## config.mk

```make
export PLATFORM = sky130hd
export DESIGN_NAME = spi_link_top
export DESIGN_NICKNAME = d
export VERILOG_FILES = /design/src/logic/spi_link_pkg.sv /design/src/logic/frame_buffer.sv /design/src/logic/buffer_switch.sv /design/src/logic/frame_serdes.sv /design/src/logic/spi_master.sv /design/src/logic/spi_link_top.sv
export SDC_FILE = /design/constraint.sdc
export NUM_CORES = 1
export LEC_CHECK = 0
export ABC_AREA = 1
export BUFFER_PORTS_ARGS = -buffer_cell sky130_fd_sc_hd__buf_2
export CAP_MARGIN = 20
export CORE_AREA = 2 2 280 282
export CTS_BUF_LIST = sky130_fd_sc_hd__clkbuf_16
export DETAILED_ROUTE_END_ITERATION = 8
export DIE_AREA = 0 0 282 284
export GPL_ROUTABILITY_DRIVEN = 0
export GPL_TIMING_DRIVEN = 0
export PLACE_DENSITY = 0.73
export SLEW_MARGIN = 0
export SYNTH_ARGS = -nofsm -noshare
export SYNTH_HDL_FRONTEND = slang
export SYNTH_SLANG_ARGS = --single-unit
```

## constraint.sdc

```tcl
create_clock -name clk -period 4.88 [get_ports clk]
set_input_delay 0.976 -clock clk [delete_from_list [all_inputs] [get_ports clk]]
set_output_delay 0.976 -clock clk [all_outputs]
set_load 0.05 [all_outputs]
```

## src/logic/spi_link_pkg.sv

```systemverilog
`default_nettype none

package spi_link_pkg;

	typedef logic [31:0] frame_t; // Host and buffer data
	typedef logic [7:0] spi_word_t; // One SPI byte

	localparam int FRAME_BYTES = $bits(frame_t) / $bits(spi_word_t);

	// Frame buffer status
	typedef struct packed {
		logic has_data; // Unread frames remain
		logic empty; // Nothing written since last clear
		logic drained; // Everything written was read
		logic full; // Write count at depth
	} buf_flags_t;

	// Frame serializer FSM
	typedef enum logic [2:0] {
		s_idle,
		s_fetch, // Issue next byte
		s_shift, // Wait for byte done
		s_store, // Push received frame
		s_release // Chip select gap
	} serdes_state_t;

endpackage

`default_nettype wire

```

## src/logic/frame_buffer.sv

```systemverilog
`timescale 1ns/1ns
`default_nettype none

module frame_buffer #(
	parameter int BUF_DEPTH = 8
) (
	input  logic                      clk,
	input  logic                      rst,
	input  logic                      clear,
	input  logic                      wr,
	input  spi_link_pkg::frame_t      data_in,
	input  logic                      oe,
	output spi_link_pkg::frame_t      data_out,
	output spi_link_pkg::buf_flags_t  flags
);

	localparam int AW = (BUF_DEPTH > 1) ? $clog2(BUF_DEPTH) : 1;
	localparam int CW = $clog2(BUF_DEPTH + 1); // Counts up to BUF_DEPTH

	spi_link_pkg::frame_t mem [BUF_DEPTH];

	logic [CW-1:0] wr_ptr;
	logic [CW-1:0] rd_ptr;
	logic [CW-1:0] wr_ptr_next;
	logic [CW-1:0] rd_ptr_next;
	logic do_wr;
	logic do_rd;
	spi_link_pkg::buf_flags_t flags_next;

	assign do_wr = wr && !flags.full;
	assign do_rd = oe && flags.has_data;

	// Pointer and flag lookahead
	always_comb begin
		if (clear) begin
			wr_ptr_next = '0;
			rd_ptr_next = '0;
		end else begin
			wr_ptr_next = wr_ptr + CW'(do_wr);
			rd_ptr_next = rd_ptr + CW'(do_rd);
		end

		flags_next.has_data = rd_ptr_next != wr_ptr_next;
		flags_next.empty = wr_ptr_next == '0;
		flags_next.drained = (wr_ptr_next != '0) && (rd_ptr_next == wr_ptr_next);
		flags_next.full = wr_ptr_next == CW'(BUF_DEPTH);
	end

	always_ff @(posedge clk or posedge rst) begin
		if (rst) begin
			wr_ptr <= '0;
			rd_ptr <= '0;
			flags <= '{has_data: 1'b0, empty: 1'b1, drained: 1'b0, full: 1'b0};
		end else begin
			wr_ptr <= wr_ptr_next;
			rd_ptr <= rd_ptr_next;
			flags <= flags_next;
		end
	end

	// Storage and read port
	always_ff @(posedge clk) begin
		if (do_wr && !clear) begin
			mem[wr_ptr[AW-1:0]] <= data_in;
		end
		if (do_rd && !clear) begin
			data_out <= mem[rd_ptr[AW-1:0]]; // Valid the cycle after oe
		end
	end

endmodule

`default_nettype wire

```

## src/logic/buffer_switch.sv

```systemverilog
`timescale 1ns/1ns
`default_nettype none

module buffer_switch #(
	parameter int BUF_DEPTH = 8
) (
	input  logic                      clk,
	input  logic                      rst,
	input  logic                      wr,
	input  spi_link_pkg::frame_t      data_in,
	input  logic                      send,
	output spi_link_pkg::buf_flags_t  tx_flags,
	output logic                      frame_req,
	input  logic                      frame_ack,
	output spi_link_pkg::frame_t      tx_frame
);

	// Producer side of the frame handoff
	typedef enum logic [1:0] {
		hs_idle,
		hs_load, // Drain data_out being loaded
		hs_req, // Waiting for ack
		hs_wait // Waiting for ack to drop
	} hs_state_t;

	hs_state_t hs_state;
	logic sel; // Index of the fill buffer
	logic send_seen;
	logic swap;
	logic drain_rd;

	logic [1:0] buf_wr;
	logic [1:0] buf_oe;
	logic [1:0] buf_clear;
	spi_link_pkg::buf_flags_t buf_flags [2];
	spi_link_pkg::frame_t buf_dout [2];
	spi_link_pkg::buf_flags_t fill_flags;
	spi_link_pkg::buf_flags_t drain_flags;

	assign fill_flags = buf_flags[sel];
	assign drain_flags = buf_flags[!sel];
	assign tx_flags = fill_flags;
	assign tx_frame = buf_dout[!sel];

	// Fetch the next frame only between handoffs
	assign drain_rd = (hs_state == hs_idle) && drain_flags.has_data;

	assign swap = (drain_flags.empty || drain_flags.drained)
		&& (hs_state == hs_idle)
		&& fill_flags.has_data
		&& (send_seen || send || fill_flags.full);

	for (genvar i = 0; i < 2; i++) begin : g_buf
		assign buf_wr[i] = wr && (sel == 1'(i));
		assign buf_oe[i] = drain_rd && (sel != 1'(i));
		assign buf_clear[i] = swap && (sel != 1'(i)); // Old drain side

		frame_buffer #(
			.BUF_DEPTH(BUF_DEPTH)
		) u_buf (
			.clk(clk),
			.rst(rst),
			.clear(buf_clear[i]),
			.wr(buf_wr[i]),
			.data_in(data_in),
			.oe(buf_oe[i]),
			.data_out(buf_dout[i]),
			.flags(buf_flags[i])
		);
	end

	always_ff @(posedge clk or posedge rst) begin
		if (rst) begin
			sel <= 1'b0;
			send_seen <= 1'b0;
		end else if (swap) begin
			sel <= !sel;
			send_seen <= 1'b0;
		end else if (send) begin
			send_seen <= 1'b1; // Held until the swap goes through
		end
	end

	always_ff @(posedge clk or posedge rst) begin
		if (rst) begin
			hs_state <= hs_idle;
			frame_req <= 1'b0;
		end else begin
			case (hs_state)
				hs_idle: begin
					if (drain_rd) begin
						hs_state <= hs_load;
					end
				end
				hs_load: begin
					frame_req <= 1'b1; // tx_frame stable from here
					hs_state <= hs_req;
				end
				hs_req: begin
					if (frame_ack) begin
						frame_req <= 1'b0;
						hs_state <= hs_wait;
					end
				end
				hs_wait: begin
					if (!frame_ack) begin
						hs_state <= hs_idle;
					end
				end
				default: hs_state <= hs_idle;
			endcase
		end
	end

endmodule

`default_nettype wire

```

## src/logic/frame_serdes.sv

```systemverilog
`timescale 1ns/1ns
`default_nettype none

module frame_serdes #(
	parameter int CLK_DIV = 2
) (
	input  logic                    clk,
	input  logic                    rst,
	input  logic                    frame_req,
	output logic                    frame_ack,
	input  spi_link_pkg::frame_t    tx_frame,
	output logic                    start,
	output spi_link_pkg::spi_word_t tx_byte,
	input  logic                    busy,
	input  logic                    done,
	input  spi_link_pkg::spi_word_t rx_byte,
	output logic                    rx_wr,
	output spi_link_pkg::frame_t    rx_frame,
	input  logic                    rx_full,
	output logic                    rx_overflow,
	output logic                    cs_n
);

	localparam int WB = $bits(spi_link_pkg::spi_word_t);
	localparam int FB = $bits(spi_link_pkg::frame_t);
	localparam int BCW = $clog2(spi_link_pkg::FRAME_BYTES);
	localparam int GAP = 2 * CLK_DIV; // Minimum cs_n high time
	localparam int GW = $clog2(GAP + 1);

	spi_link_pkg::serdes_state_t state;
	spi_link_pkg::frame_t tx_sr;
	logic [BCW-1:0] byte_cnt;
	logic [GW-1:0] gap_cnt;
	logic accept;
	logic last_byte;
	logic byte_in;

	assign tx_byte = tx_sr[FB-1 -: WB]; // MSB first
	assign accept = (state == spi_link_pkg::s_idle) && frame_req && !frame_ack;
	assign byte_in = (state == spi_link_pkg::s_shift) && done;
	assign last_byte = byte_cnt == BCW'(spi_link_pkg::FRAME_BYTES - 1);

	// Frame shift registers
	always_ff @(posedge clk) begin
		if (accept) begin
			tx_sr <= tx_frame;
		end else if (byte_in) begin
			tx_sr <= tx_sr << WB;
		end
		if (byte_in) begin
			rx_frame <= {rx_frame[FB-WB-1:0], rx_byte};
		end
	end

	always_ff @(posedge clk or posedge rst) begin
		if (rst) begin
			state <= spi_link_pkg::s_idle;
			frame_ack <= 1'b0;
			start <= 1'b0;
			rx_wr <= 1'b0;
			rx_overflow <= 1'b0;
			cs_n <= 1'b1;
			byte_cnt <= '0;
			gap_cnt <= '0;
		end else begin
			start <= 1'b0;
			rx_wr <= 1'b0;

			// Last phase of the handshake
			if (frame_ack && !frame_req) begin
				frame_ack <= 1'b0;
			end
			if (gap_cnt != '0) begin
				gap_cnt <= gap_cnt - 1'b1;
			end

			case (state)
				spi_link_pkg::s_idle: begin
					if (accept) begin
						frame_ack <= 1'b1;
						cs_n <= 1'b0;
						byte_cnt <= '0;
						state <= spi_link_pkg::s_fetch;
					end
				end
				spi_link_pkg::s_fetch: begin
					if (!busy) begin
						start <= 1'b1;
						state <= spi_link_pkg::s_shift;
					end
				end
				spi_link_pkg::s_shift: begin
					if (done) begin
						byte_cnt <= byte_cnt + 1'b1;
						if (last_byte) begin
							cs_n <= 1'b1; // Frame ends with the fourth byte
							gap_cnt <= GW'(GAP);
							state <= spi_link_pkg::s_store;
						end else begin
							state <= spi_link_pkg::s_fetch;
						end
					end
				end
				spi_link_pkg::s_store: begin
					if (rx_full) begin
						rx_overflow <= 1'b1; // Sticky until reset
					end else begin
						rx_wr <= 1'b1;
					end
					state <= spi_link_pkg::s_release;
				end
				spi_link_pkg::s_release: begin
					if (gap_cnt == '0) begin
						state <= spi_link_pkg::s_idle;
					end
				end
				default: state <= spi_link_pkg::s_idle;
			endcase
		end
	end

endmodule

`default_nettype wire

```

## src/logic/spi_master.sv

```systemverilog
`timescale 1ns/1ns
`default_nettype none

module spi_master #(
	parameter int CLK_DIV = 2
) (
	input  logic                    clk,
	input  logic                    rst,
	input  logic                    start,
	input  spi_link_pkg::spi_word_t tx_byte,
	output logic                    busy,
	output logic                    done,
	output spi_link_pkg::spi_word_t rx_byte,
	output logic                    sclk,
	output logic                    mosi,
	input  logic                    miso
);

	localparam int WB = $bits(spi_link_pkg::spi_word_t);
	localparam int DW = (CLK_DIV > 1) ? $clog2(CLK_DIV) : 1;
	localparam int BW = $clog2(WB);

	logic [DW-1:0] div_cnt;
	logic [BW-1:0] bit_cnt; // Falling edges seen
	spi_link_pkg::spi_word_t sr;
	logic miso_q;
	logic tick; // End of a half SCLK period

	assign tick = div_cnt == DW'(CLK_DIV - 1);
	assign rx_byte = sr; // Holds received byte after done

	// Tx bits leave from the top and rx bits enter at the bottom
	always_ff @(posedge clk) begin
		if (!busy && start) begin
			sr <= tx_byte;
		end else if (busy && tick) begin
			if (!sclk) begin
				miso_q <= miso; // Rising edge sample
			end else begin
				sr <= {sr[WB-2:0], miso_q};
			end
		end
	end

	always_ff @(posedge clk or posedge rst) begin
		if (rst) begin
			busy <= 1'b0;
			done <= 1'b0;
			sclk <= 1'b0;
			mosi <= 1'b0;
			div_cnt <= '0;
			bit_cnt <= '0;
		end else begin
			done <= 1'b0;
			if (!busy) begin
				if (start) begin
					busy <= 1'b1;
					mosi <= tx_byte[WB-1]; // Setup before first rise
					div_cnt <= '0;
					bit_cnt <= '0;
				end
			end else if (tick) begin
				div_cnt <= '0;
				sclk <= !sclk;
				if (sclk) begin
					bit_cnt <= bit_cnt + 1'b1;
					if (bit_cnt == BW'(WB - 1)) begin
						busy <= 1'b0;
						done <= 1'b1;
						mosi <= 1'b0;
					end else begin
						mosi <= sr[WB-2]; // Next bit on falling edge
					end
				end
			end else begin
				div_cnt <= div_cnt + 1'b1;
			end
		end
	end

endmodule

`default_nettype wire

```

## src/logic/spi_link_top.sv

```systemverilog
`timescale 1ns/1ns
`default_nettype none

module spi_link_top #(
	parameter int BUF_DEPTH = 8,
	parameter int CLK_DIV = 2
) (
	input  logic                      clk,
	input  logic                      rst,
	// Host transmit side
	input  logic                      wr,
	input  spi_link_pkg::frame_t      data_in,
	input  logic                      send,
	output spi_link_pkg::buf_flags_t  tx_flags,
	// Host receive side
	input  logic                      oe,
	output spi_link_pkg::frame_t      data_out,
	output spi_link_pkg::buf_flags_t  rx_flags,
	output logic                      rx_overflow,
	// SPI pins
	output logic                      sclk,
	output logic                      mosi,
	input  logic                      miso,
	output logic                      cs_n
);

	logic frame_req;
	logic frame_ack;
	spi_link_pkg::frame_t tx_frame;
	logic start;
	spi_link_pkg::spi_word_t tx_byte;
	logic busy;
	logic done;
	spi_link_pkg::spi_word_t rx_byte;
	logic rx_wr;
	spi_link_pkg::frame_t rx_frame;

	buffer_switch #(
		.BUF_DEPTH(BUF_DEPTH)
	) u_switch (
		.clk(clk),
		.rst(rst),
		.wr(wr),
		.data_in(data_in),
		.send(send),
		.tx_flags(tx_flags),
		.frame_req(frame_req),
		.frame_ack(frame_ack),
		.tx_frame(tx_frame)
	);

	frame_serdes #(
		.CLK_DIV(CLK_DIV)
	) u_serdes (
		.clk(clk),
		.rst(rst),
		.frame_req(frame_req),
		.frame_ack(frame_ack),
		.tx_frame(tx_frame),
		.start(start),
		.tx_byte(tx_byte),
		.busy(busy),
		.done(done),
		.rx_byte(rx_byte),
		.rx_wr(rx_wr),
		.rx_frame(rx_frame),
		.rx_full(rx_flags.full),
		.rx_overflow(rx_overflow),
		.cs_n(cs_n)
	);

	spi_master #(
		.CLK_DIV(CLK_DIV)
	) u_master (
		.clk(clk),
		.rst(rst),
		.start(start),
		.tx_byte(tx_byte),
		.busy(busy),
		.done(done),
		.rx_byte(rx_byte),
		.sclk(sclk),
		.mosi(mosi),
		.miso(miso)
	);

	// Receive side never needs a clear
	frame_buffer #(
		.BUF_DEPTH(BUF_DEPTH)
	) u_rx_buf (
		.clk(clk),
		.rst(rst),
		.clear(1'b0),
		.wr(rx_wr),
		.data_in(rx_frame),
		.oe(oe),
		.data_out(data_out),
		.flags(rx_flags)
	);

endmodule

`default_nettype wire

```

==> run_results.csv <==
group,metric,value,unit
run_status,status,"complete, no violations",
logic_synthesis,syn_nets,2946,
drt,final_antenna_net_count,0,
sta,period_needed,3.80,ns
cells_and_area,final_nets,3160,
setup_path,rr_startpoint,"u_serdes.state[2]",
drt,drc,0,
grt,grt_busiest_layer,"met2",
grt,grt_util_met3,4.04,%
grt,grtUsageMet2,37.9,%
sta,finClkSkew,0.0627,ns
drt,vias,24100,
sta,setup-violations-final,0,
cells_and_area,fillers,5831,
placement,place_ws,1.66,ns
grt,grt_pass1_vias,23500,
setup_path,crit_start,"u_switch.sel",
logic_synthesis,synth_cell_types,34,
clock_network,cts_inserted_buffers,99,
power,p_total,27.2,mW
setup_path,worst-path-max-fanout,10,
logic_synthesis,ys_seq_area_share,77.5,%
setup_path,path_class,"flop to output pin",
cells_and_area,postLayoutCellArea,44300,µm²
cells_and_area,final_cells,4225,
drt,wl_per_cell,21.8,µm
placement,dp.final_hpwl,59500,µm
sta,finalMaxSlewViolations,0,
clock_network,cts_resized,0,
die,die_w,282,µm
cells_and_area,final_util,57.6,%
logic_synthesis,yosysWarnings,0,
cells_and_area,multi_input_area,7860,µm²
grt,antenna_found_initial,3,
grt,use_met1,30.2,%
grt,grt_max_degree,38,
sta,timing.final.hold_violations,0,
setup_path,critPathLaunchType,"flop",
sta,fmax,263,MHz
drt,wirelength,92300,µm
power,power_density,614,nW/µm²
die,coreArea,77000,µm²
clock_network,hold_buffers,0,
logic_synthesis,ys_ff_latch,999,
sta,hold-worst-slack,0.424,ns
placement,dp_cells,4039,
cells_and_area,areaGrowthSynthToFinish,15.7,%
logic_synthesis,syn_inst,2886,
clock_network,path_clk_slew,0.06,ns
sta,relSlewSlack,42.4,%
drt,drtIter0Drc,3072,
clock_network,cts_setup_buffers,0,
sta,rsz0062_at_grt,"false",
setup_path,endpoint_kind,"output pin",
sta,fin_ws,1.08,ns
grt,grtUsageTotal,22.9,%
setup_path,worst_ep_arrival_time,2.82,ns
drt,first_pass_iters,7,
clock_network,clkSinkCount,999,
min_path,hold_path.class,"flop to flop",
die,start_util,49.8,%
cells_and_area,seqCellArea,29700,µm²
placement,dpl_cell_area,40900,µm²
cells_and_area,insertedDiodeCount,0,
drt,vias_per_cell,5.71,
sta,period_share,77.8,%
cells_and_area,drive_gt1_share,10.3,%
logic_synthesis,syn_avg_cell_area,13.3,µm²
logic_synthesis,yosysTopAreaCell,"edfxtp_1",
grt,grt_remaining_overflow,0,
grt,grt_first_pass_wirelength,138000,µm
power,ir_drop,0.334,mV
logic_synthesis,netlist_area,38300,µm²
sta,tns,0,ns
placement,numPortBuffers,81,
clock_network,clock_latency,0.70,ns
sta,tightest_slew,0.859,ns
setup_path,crit_required,3.90,ns
clock_network,cts_tree,"done",
clock_network,clk_path_buf_depth,3,
logic_synthesis,synthTopCellsByArea,"edfxtp_1, nor2_1, o21ai_0",
logic_synthesis,synthFlopType,"edfxtp_1",
logic_synthesis,synth_edf_count,937,
die,die_y,284,µm
die,ios,82,
flow_run,maxCapViolCount,0,
die,num_rows,102,
power,p_leak,15.2,nW
clock_network,cts_root_buffer,"clkbuf_16",
logic_synthesis,yosysTopAreaCellShare,73.4,%
clock_network,htree_levels,3,
logic_synthesis,async_reset_ff_share,6.21,%
min_path,hold_start,"u_master.rx_byte[7]",
die,dieArea,80100,µm²
[placed cells by master, fill, tap and decap left out, types with 14 or more instances in the layout]
master,instances
edfxtp_1,937
a21oi_1,15
dfrtp_1,58
o21ai_0,396
buf_2,95
clkbuf_16,99
nand3_1,19
inv_1,100
clkbuf_1,125
bufinv_16,15
clkinv_1,25
o22ai_1,96
ha_1,22
clkinv_2,16
buf_1,15
nor2_4,25
nor2_1,736
nand2_1,165
a31oi_1,120
buf_16,14
[synth_stat cells (all sizes together) (4+ instances only)]
cell    count
buf        34
clkinv      5
nor3        6
edfxtp    937
ha         22
a21oi      15
nand3      24
o21ai     397
a31oi     120
o22ai      96
nor2      764
dfrtp      58
nand2     167
xnor2       5
dfstp       4
xor2       12
inv        85
clkbuf    125
[state kept, by name, indices dropped and copies added (netlist names), 2 cells and up]
name	count
u_switch.g_buf.u_buf.rd_ptr	8
u_rx_buf.mem	256
u_switch.g_buf.u_buf.mem	512
u_rx_buf.rd_ptr	4
u_master.bit_cnt	3
u_switch.g_buf.u_buf.data_out	64
u_switch.g_buf.u_buf.wr_ptr	8
u_serdes.byte_cnt	2
u_rx_buf.wr_ptr	4
u_master.rx_byte	8
u_serdes.rx_frame	32
u_rx_buf.flags	4
u_switch.g_buf.u_buf.flags	8
u_serdes.tx_sr	32
u_switch.hs_state	2
u_serdes.state	3
u_serdes.gap_cnt	3
u_rx_buf.data_out	32
[cell type report]
type | instances | share of cell area [%]
inverter | 90 | 0.762
timing repair buffer | 113 | 2.51
clock inverter | 87 | 2.07
multi-input combinational | 1638 | 17.7
buffer | 159 | 1.46
tap | 1040 | 2.93
sequential | 999 | 67.0
clock buffer | 99 | 5.59
[final timing paths]
check	to	slack, ns	cells past startpoint
worst min-delay path	u_serdes.rx_frame[7]	0.42	0
worst max-delay path	tx_flags[2]	1.08	6
min in group asynchronous	u_master.div_cnt	0.46	2
worst min register to register	u_serdes.rx_frame[7]	0.42	0
worst max register to register	u_serdes.tx_sr[1]	2.11	6
max in group asynchronous	u_rx_buf.flags[2]	3.72	3
[worst max-delay path, cell delays in order (launching register included)]
cell and delay, ns:
dfrtp_1 0.34, buf_6 0.13, clkbuf_1 0.48, clkbuf_1 0.55, nand2_1 0.11, o21ai_0 0.22, buf_2 0.36
[report_power, final]
group	internal [mW]	switching, mW	total, mW
clock network	4.52	3.28	7.80
registers	10.8	0.407	11.2
logic	2.23	6.04	8.27
total	17.5	9.72	27.2
[cells by family (layout without fill, tap and decap cells)]
group	after synthesis	count (layout)	synth area share [%]
buffers and inverters	249	548	2.57
xor gates and xnor gates	17	17	0.388
AOI/OAI and AO/OA	632	632	9.02
DFF	999	999	77.5
adders and majority gates	22	22	0.718
and+or+nand+nor	967	967	9.84
[metal layers]
layer / part of all wire, % / vias up
li1: - / 10800
met1: 39 / 11800
met2: 49 / 1271
met3: 8.4 / 220
met4: 3.3 / 6
met5: 0.040 / -
Note: power is estimated with default switching activity, not from simulation.
